`config.mk`:
```
export PLATFORM = sky130hd
export DESIGN_NAME = ddr4_sdram_controller
export DESIGN_NICKNAME = d
export VERILOG_FILES = /design/src/hw/ddr4_pkg.sv /design/src/hw/ddr4_sdram_controller.sv
export VERILOG_INCLUDE_DIRS = /design/src /design/src/include
export SDC_FILE = /design/constraint.sdc
export NUM_CORES = 1
export LEC_CHECK = 0
export BUFFER_PORTS_ARGS = -buffer_cell sky130_fd_sc_hd__buf_2
export CAP_MARGIN = 15
export CORE_MARGIN = 4
export CORE_UTILIZATION = 46
export CTS_CLUSTER_SIZE = 16
export DETAILED_ROUTE_END_ITERATION = 8
export HOLD_SLACK_MARGIN = 0.15
export PLACE_DENSITY = 0.86
export SETUP_SLACK_MARGIN = 0.3
export SYNTH_ARGS = -nofsm -noshare
export SYNTH_HDL_FRONTEND = slang
export SYNTH_SLANG_ARGS = --single-unit
```
`constraint.sdc`:
```
create_clock -name clk_in -period 10.5 [get_ports clk_in]
set_input_delay 1.05 -clock clk_in [delete_from_list [all_inputs] [get_ports clk_in]]
set_output_delay 1.05 -clock clk_in [all_outputs]
set_load 0.02 [all_outputs]
```
`src/include/ddr4_cfg.svh`:
```
`ifndef DDR4_CFG_SVH
`define DDR4_CFG_SVH

// Latencies in controller clocks
`define DDR4_CAS_LATENCY        22
`define DDR4_ACTIVATION_LATENCY 8
`define DDR4_PRECHARGE_LATENCY  5

// Address field widths
`define DDR4_ROW_BITS   8
`define DDR4_COL_BITS   4
`define DDR4_PADDR_BITS 19

`define DDR4_DATA_BITS 64

// Four bank groups of four banks
`define DDR4_NUM_BANKS 16

`endif

```
`src/hw/ddr4_pkg.sv`:
```
`include "ddr4_cfg.svh"

package ddr4_pkg;

  // Request address, write flag on top
  typedef logic [`DDR4_PADDR_BITS-1:0] paddr_t;
  typedef logic [`DDR4_DATA_BITS-1:0] data_t;
  typedef logic [`DDR4_DATA_BITS-1:0] mask_t;  // Set bit keeps stored bit
  typedef logic [`DDR4_ROW_BITS-1:0] row_t;
  typedef logic [`DDR4_COL_BITS-1:0] col_t;
  typedef logic [$clog2(`DDR4_NUM_BANKS)-1:0] bank_idx_t;  // {bg, ba}

  typedef struct packed {
    paddr_t addr;
    data_t  wdata;
    mask_t  wmask;
  } mem_req_t;

  // DIMM command pins
  typedef struct packed {
    logic        cs_n;
    logic        act;
    logic [16:0] addr;  // Row on ACTIVATE, RAS_n/CAS_n/WE_n in 16:14 otherwise
    logic [1:0]  bg;
    logic [1:0]  ba;
    mask_t       dqm;
  } dram_cmd_t;

  typedef enum logic [2:0] {
    OP_NOP,
    OP_ACTIVATE,
    OP_READ,
    OP_WRITE,
    OP_PRECHARGE
  } dram_op_e;

  typedef struct packed {
    logic  act;
    logic  rd;
    logic  wr;
    logic  pre;
    row_t  row;
    col_t  col;
    data_t wdata;
    mask_t dqm;
  } bank_ctl_t;

  // Read issued to one bank
  typedef struct packed {
    logic      valid;
    bank_idx_t bank;
  } rd_strobe_t;

endpackage

```
`src/hw/ddr4_sdram_controller.sv`:
```
`timescale 1ns/100ps
`include "ddr4_cfg.svh"

module ddr4_sdram_controller import ddr4_pkg::*; (
  input  logic      clk_in,
  input  logic      rst_n,
  input  logic      valid,
  input  mem_req_t  req,
  output logic      busy,
  output dram_cmd_t cmd,
  output data_t     dq_wr
);

  localparam int CNT_W = $clog2(`DDR4_CAS_LATENCY);

  // Address field positions below the write flag
  localparam int ROW_LSB = `DDR4_COL_BITS;
  localparam int BANK_LSB = ROW_LSB + `DDR4_ROW_BITS;

  typedef enum logic [2:0] {
    IDLE,
    ACTIVATE,
    WAIT_RCD,
    COLUMN,
    WAIT_CL,
    PRECHARGE,
    WAIT_RP
  } state_e;

  state_e           state;
  logic [CNT_W-1:0] cnt;
  mem_req_t         req_q;
  logic             is_write;
  bank_idx_t        bank;
  row_t             row;
  col_t             col;

  assign is_write = req_q.addr[`DDR4_PADDR_BITS-1];
  assign bank = req_q.addr[BANK_LSB +: $bits(bank_idx_t)];
  assign row = req_q.addr[ROW_LSB +: `DDR4_ROW_BITS];
  assign col = req_q.addr[`DDR4_COL_BITS-1:0];

  assign busy = (state != IDLE);

  // Each wait state lasts latency minus one cycles
  always_ff @(posedge clk_in) begin
    if (!rst_n) begin
      state <= IDLE;
      cnt   <= '0;
    end else begin
      case (state)
        IDLE: if (valid) state <= ACTIVATE;
        ACTIVATE: begin
          state <= WAIT_RCD;
          cnt   <= CNT_W'(`DDR4_ACTIVATION_LATENCY - 2);
        end
        WAIT_RCD: if (cnt == '0) state <= COLUMN; else cnt <= cnt - 1'b1;
        COLUMN: begin
          state <= WAIT_CL;
          cnt   <= CNT_W'(`DDR4_CAS_LATENCY - 2);
        end
        WAIT_CL: if (cnt == '0) state <= PRECHARGE; else cnt <= cnt - 1'b1;
        PRECHARGE: begin
          state <= WAIT_RP;
          cnt   <= CNT_W'(`DDR4_PRECHARGE_LATENCY - 2);
        end
        WAIT_RP: if (cnt == '0) state <= IDLE; else cnt <= cnt - 1'b1;
        default: state <= IDLE;
      endcase
    end
  end

  always_ff @(posedge clk_in) begin
    if (state == IDLE && valid) req_q <= req;  // Accepted request
  end

  always_comb begin
    cmd      = '0;
    cmd.cs_n = 1'b1;
    cmd.act  = 1'b1;
    cmd.bg   = bank[3:2];
    cmd.ba   = bank[1:0];
    dq_wr    = '0;
    case (state)
      ACTIVATE: begin
        cmd.cs_n = 1'b0;
        cmd.act  = 1'b0;
        cmd.addr = 17'(row);
      end
      COLUMN: begin
        cmd.cs_n = 1'b0;
        cmd.addr[16:14] = is_write ? 3'b100 : 3'b101;  // WRITE or READ
        cmd.addr[`DDR4_COL_BITS-1:0] = col;
        if (is_write) begin
          cmd.dqm = req_q.wmask;
          dq_wr   = req_q.wdata;
        end
      end
      PRECHARGE: begin
        cmd.cs_n = 1'b0;
        cmd.addr[16:14] = 3'b010;
      end
      default: ;
    endcase
  end

endmodule

```
==> results.py, run 1 <==
metrics = {
    "cells_and_area": {
        "fin_area_sq_um": 8170,
        "fin_nets": 823,
        "nFillCells": 931,
        "drive_above_1_share_pct": 48.7,
        "area_growth_pct": 36.6,
        "final_util_pct": 64.5,
        "stdcell_count": 857,
    },
    "place": {
        "place_area_sq_um": 7510,
        "dp_worst_setup_slack_ps": 6530,
        "placedCellCount": 823,
        "hpwl_um": 10400,
        "gp_congestion": 0.831,
        "port_buffers": 293,
    },
    "worst_setup_path": {
        "crit_path_start_kind": "register",
        "reg2regPathDepth": 4,
        "r2r-start": "state[0]$_SDFFE_PN0P_",
        "worstPathArrival_ps": 3360,
        "path_max_fanout": 70,
        "cp.required_ps": 9450,
        "r2r_slack_ps": 7360,
        "cp_cell_sequence": "nand2_1 > nor2_4 > buf_4 > and3_1 > buf_2",
        "rr_endpoint": "req_q[85]$_DFFE_PP_",
        "critPathKind": "reg -> out",
        "crit_slowest_cell": "nor2_4",
        "cpPeakStageDelay_ps": 870,
        "cp-end-kind": "output port",
    },
    "route": {
        "wl_per_cell_um": 17.2,
        "via_per_inst": 5.07,
        "drt_wl_total_um": 14700,
        "vias": 4341,
        "drc_errors": 0,
        "drtIter0Drc": 264,
        "ant_nets": 0,
        "first_pass_iters": 5,
    },
    "global_route": {
        "grt_pass1_wl_um": 22300,
        "groute.usage.overall_pct": 19.7,
        "grt_pass1_vias": 4437,
        "antenna_found_initial": 1,
        "grt_max_degree": 80,
        "grt-ovfl-total": 0,
    },
    "sta": {
        "worst_hold_slack_ps": 565,
        "final-max-slew-violation-count": 0,
        "fin_skew_ps": 5.90,
        "final-hold-violation-count": 0,
        "tns_ps": 0,
        "maxSlewHeadroom_pct": 27.0,
        "max_freq_mhz": 227,
        "max_slew.worst_pin.slew_ps": 1090,
        "timing.final.ws_setup_ps": 6090,
        "period_needed_ps": 4410,
        "setup_viol": 0,
        "finalCritPeriodShare_pct": 42.0,
        "rsz0062_at_grt": "no",
    },
    "floorplan": {
        "start_util_pct": 47.2,
        "fp.dieH_um": 122,
        "rows": 41,
        "die_x_um": 122,
        "core-area_sq_um": 12700,
        "die-area_sq_um": 14900,
        "ios": 302,
    },
    "logic_synthesis": {
        "ys_async_sr_fraction_pct": 0,
        "seq_area_frac_synth_pct": 75.5,
        "syn_inst": 392,
        "yosys_warnings": 0,
        "synth_ff_type": "edfxtp_1",
        "synth_edf_count": 145,
        "synthDistinctLibCells": 37,
        "ys_ff_latch": 153,
        "netlist_area_sq_um": 5980,
        "synth_area_per_cell_sq_um": 15.3,
    },
    "hold_path": {
        "worstHoldStart": "cnt[1]$_SDFFE_PN0P_",
        "min_path_cells": 2,
        "hold_end": "cnt[1]$_SDFFE_PN0P_",
        "min_path_type": "reg -> reg",
    },
    "clocking": {
        "cts-root-buf": "clkbuf_16",
        "cts_buffers": 17,
        "cts_max_level": 4,
        "clkSlewWorstSetupHoldPaths_ps": 60,
        "clk_latency_ps": 410,
        "clock_path_buffers": 2,
        "postCtsSetupBuffers": 0,
        "cts_hold_buf": 0,
        "cts_tree": "yes",
        "postCtsResizedCells": 0,
        "cts_sinks": 153,
    },
    "status": {
        "status": "completed",
    },
    "power_and_ir_drop": {
        "p_total_mw": 1.61,
        "ir_drop_mv": 0.133,
        "powerDensity_nw_per_um2": 197,
        "leakagePower_nw": 4.13,
    },
    "flow_run": {
        "cap_violations": 0,
    },
}
==> layout by cell type, fill, tap and decap left out, drive strengths merged, types with 6 or more instances in the layout <==
cell / n
inv: 7
buf: 298
edfxtp: 145
dfxtp: 8
clkinv: 8
and2: 7
nand2: 6
clkbuf: 17
and3: 129
conb: 6
==> final cells by class <==
| cell class | instances | area (sq um) | share of cell area, % |
|---|---|---|---|
| clock buffer | 17 | 425 | 5.21 |
| tap | 172 | 215 | 2.63 |
| timing repair buffer | 298 | 1520 | 18.7 |
| inverter | 6 | 22.5 | 0.276 |
| clock inverter | 15 | 205 | 2.51 |
| sequential | 153 | 4510 | 55.3 |
| multi-input combinational | 195 | 1260 | 15.4 |
| antenna | 1 | 2.50 | 0.0306 |
==> sequential cells by signal, indices dropped and copies added (netlist names) <==
signal and count:
req_q 136, cnt 5, cmd 4, col 4
state 3, is_write 1
==> routing by layer <==
layer	wire length, um	track usage, %
met2	7650	33.2
met3	1320	6.78
met5	0	0
met1	5240	22.0
met4	535	10.4
==> kinds of logic (layout without fill, tap and decap cells) <==
family	after synthesis	count (layout)	share of synthesized area, %
AO/OA/AOI/OAI	26	26	3.49
multiplexers	1	1	0.167
adder cells (fa/ha/maj)	2	2	0.418
other	1	7	0.0627
buffers and inverters	49	336	3.89
AND/OR/NAND/NOR	160	160	16.5
flip-flops	153	153	75.5
==> worst max-delay path: cells and delay by family, from the launching register on <==
family	cells	cell delay [ps]
DFF	1	680
and+or+nand+nor	3	1430
buffers and inverters	2	790
==> power by group <==
| group | switching [mW] | internal, mW | leakage [nW] |
|---|---|---|---|
| clock network | 0.226 | 0.418 | 0.307 |
| registers | 0.0245 | 0.759 | 1.45 |
| logic | 0.119 | 0.0640 | 2.37 |
==> cell usage after synthesis, types with 3 or more instances <==
cell	n	area (sq um)
edfxtp_1	145	4350
and3_1	129	807
clkbuf_1	28	105
buf_4	12	90.1
dfxtp_1	8	160
and2_1	7	43.8
inv_1	6	22.5
nand2_1	6	22.5
nor3_1	5	25.0
a21oi_1	4	20.0
a22o_1	4	35.0
nor2_1	4	15.0
o21ai_0	4	20.0
buf_2	3	15.0
==> worst max path at each step <==
stage                        end                   from
4_1_cts                dq_wr[10]  state[0]$_SDFFE_PN0P_
6_report               dq_wr[10]  state[0]$_SDFFE_PN0P_
2_1_floorplan  cmd[64]$_DFFE_PP_                  valid
5_1_grt                dq_wr[10]  state[0]$_SDFFE_PN0P_
3_3_place_gp           dq_wr[10]  state[0]$_SDFFE_PN0P_
3_5_place_dp           dq_wr[10]  state[0]$_SDFFE_PN0P_
Note: power is estimated with default switching activity, not from simulation.
==> run 2: changes to the inputs <==
==> constraint.sdc (replaced) <==
create_clock -name clk_in -period 4.4 [get_ports clk_in]
set_input_delay 0.44 -clock clk_in [delete_from_list [all_inputs] [get_ports clk_in]]
set_output_delay 0.44 -clock clk_in [all_outputs]
set_load 0.02 [all_outputs]
==> results.py, run 2 (synthesis gave the netlist of run 1 again) <==
metrics = {
    "worst_setup_path": {
        "cp_top_family": "simple AND/OR/NAND/NOR gates",
        "r2r_slack_ps": 2100,
        "cp_cell_sequence": "nand2_1 > nor2_4 > buf_4 > and3_1 > buf_2",
        "r2r-start": "state[0]$_SDFFE_PN0P_",
        "cp.required_ps": 3960,
        "rr_endpoint": "cnt[4]$_SDFFE_PN0P_",
        "worst-path-buf-inv": 2,
        "reg2regPathDepth": 5,
        "critPathKind": "reg -> out",
        "crit_slowest_cell": "dfxtp_1",
        "cpPeakStageDelay_ps": 700,
        "cp-end-kind": "output port",
        "crit_path_start_kind": "register",
        "worstPathArrival_ps": 2870,
        "path_max_fanout": 61,
    },
    "sta": {
        "timing.final.ws_setup_ps": 1090,
        "max_freq_mhz": 302,
        "max_slew.worst_pin.slew_ps": 819,
        "final-max-slew-violation-count": 0,
        "rsz0062_at_grt": "no",
        "setup_viol": 0,
        "tns_ps": 0,
        "finalCritPeriodShare_pct": 75.3,
        "maxSlewHeadroom_pct": 45.4,
        "final-hold-violation-count": 0,
        "period_needed_ps": 3310,
        "worst_hold_slack_ps": 189,
        "fin_skew_ps": 10.6,
    },
    "route": {
        "drc_errors": 0,
        "via_per_inst": 5.05,
        "wl_per_cell_um": 17.3,
        "first_pass_iters": 4,
        "drt_wl_total_um": 14800,
        "drtIter0Drc": 269,
        "ant_nets": 0,
        "vias": 4319,
    },
    "power_and_ir_drop": {
        "powerDensity_nw_per_um2": 454,
        "ir_drop_mv": 0.311,
        "leakagePower_nw": 4.08,
    },
    "place": {
        "placedCellCount": 823,
        "gp_congestion": 0.816,
        "hpwl_um": 10400,
        "port_buffers": 293,
        "dp_worst_setup_slack_ps": 1560,
    },
    "status": {
        "status": "completed",
    },
    "cells_and_area": {
        "diodes": 0,
        "drive_above_1_share_pct": 48.8,
        "fin_nets": 822,
        "stdcell_count": 855,
        "final_util_pct": 63.7,
        "reg.largest.list": "req_q x136, cnt x5",
        "largest_reg_flops": 136,
        "final_cell_mix": "buf_2 (293), edfxtp_1 (145), and3_1 (129)",
        "layout_commonest_cell": "buf_2",
        "multi_input_area_sq_um": 1260,
        "top_register": "req_q",
        "regArea_sq_um": 4510,
        "area_growth_pct": 35.0,
        "nFillCells": 965,
    },
    "hold_path": {
        "min_path_type": "in -> reg",
        "min_path_cells": 1,
        "worstHoldStart": "req[65]",
        "hold_end": "req_q[65]$_DFFE_PP_",
    },
    "clocking": {
        "postCtsResizedCells": 0,
        "cts-root-buf": "clkbuf_16",
        "clock_path_buffers": 2,
        "postCtsSetupBuffers": 0,
        "cts_hold_buf": 0,
        "cts_max_level": 4,
        "cts_sinks": 153,
        "clkSlewWorstSetupHoldPaths_ps": 70,
        "clk_latency_ps": 420,
        "cts_tree": "yes",
        "cts_buffers": 17,
    },
    "global_route": {
        "grt_pass1_wl_um": 22200,
        "groute.usage.overall_pct": 19.7,
        "grt-ovfl-total": 0,
        "grt_pass1_vias": 4328,
        "grt_max_degree": 146,
        "antenna_found_initial": 1,
    },
    "floorplan": {
        "start_util_pct": 47.2,
        "die_x_um": 122,
        "ios": 302,
        "die-area_sq_um": 14900,
        "fp.dieH_um": 122,
        "core-area_sq_um": 12700,
        "rows": 41,
    },
    "flow_run": {
        "cap_violations": 0,
    },
}
==> run 2: changes by cell type in the layout (fill, tap and decap cells not counted), sizes merged <==
| cell | previous run | this run |
|---|---|---|
| inv | 7 | 9 |
| bufinv | 5 | 1 |
| clkinvlp | 1 | 2 |
| diode | 1 | 0 |
| buf | 298 | 297 |
| clkbuf | 17 | 18 |
==> run 2: cell type report <==
cell class              instances  share of cell area, %
flip-flops and latches        153                   55.9
repair buffers                297                   18.7
multi-input cells             195                   15.6
clock buffers                  18                   5.32
well taps                     172                   2.67
clock inverters                14                   1.53
inverters                       6                  0.279
==> run 2: routing by layer <==
metal / vias up / share of wire, % / track usage (%)
met4: 2 / 2.6 / 9.52
met5: - / 0.088 / 0
met2: 204 / 52 / 32.6
met1: 2048 / 36 / 21.4
li1: 2028 / - / -
met3: 37 / 10 / 9.10
==> run 2: worst max path at each step <==
stage                     cells past startpoint                  start                 to  slack (ps)
after CTS                                     5  state[0]$_SDFFE_PN0P_          dq_wr[10]        1100
after global routing                          5  state[0]$_SDFFE_PN0P_           dq_wr[6]         850
after global placement                        5  state[0]$_SDFFE_PN0P_           dq_wr[6]        1700
final                                         5  state[0]$_SDFFE_PN0P_          dq_wr[10]        1090
after floorplan                               3  state[0]$_SDFFE_PN0P_  cmd[64]$_DFFE_PP_         820
after detailed placement                      5  state[0]$_SDFFE_PN0P_          dq_wr[10]        1560
==> run 2: through the flow <==
stage	power [mW]	area, sq um
6_report	3.66	8070
5_1_grt	3.82	8070
4_1_cts	3.69	8070
3_5_place_dp	2.34	7520
3_3_place_gp	2.30	7520
2_1_floorplan	2.18	6010
==> run 2: power breakdown <==
| group | internal (mW) | total (mW) | switching [mW] |
|---|---|---|---|
| logic | 0.151 | 0.441 | 0.289 |
| clock network | 0.779 | 1.35 | 0.572 |
| registers | 1.81 | 1.87 | 0.0596 |
| total | 2.74 | 3.66 | 0.920 |
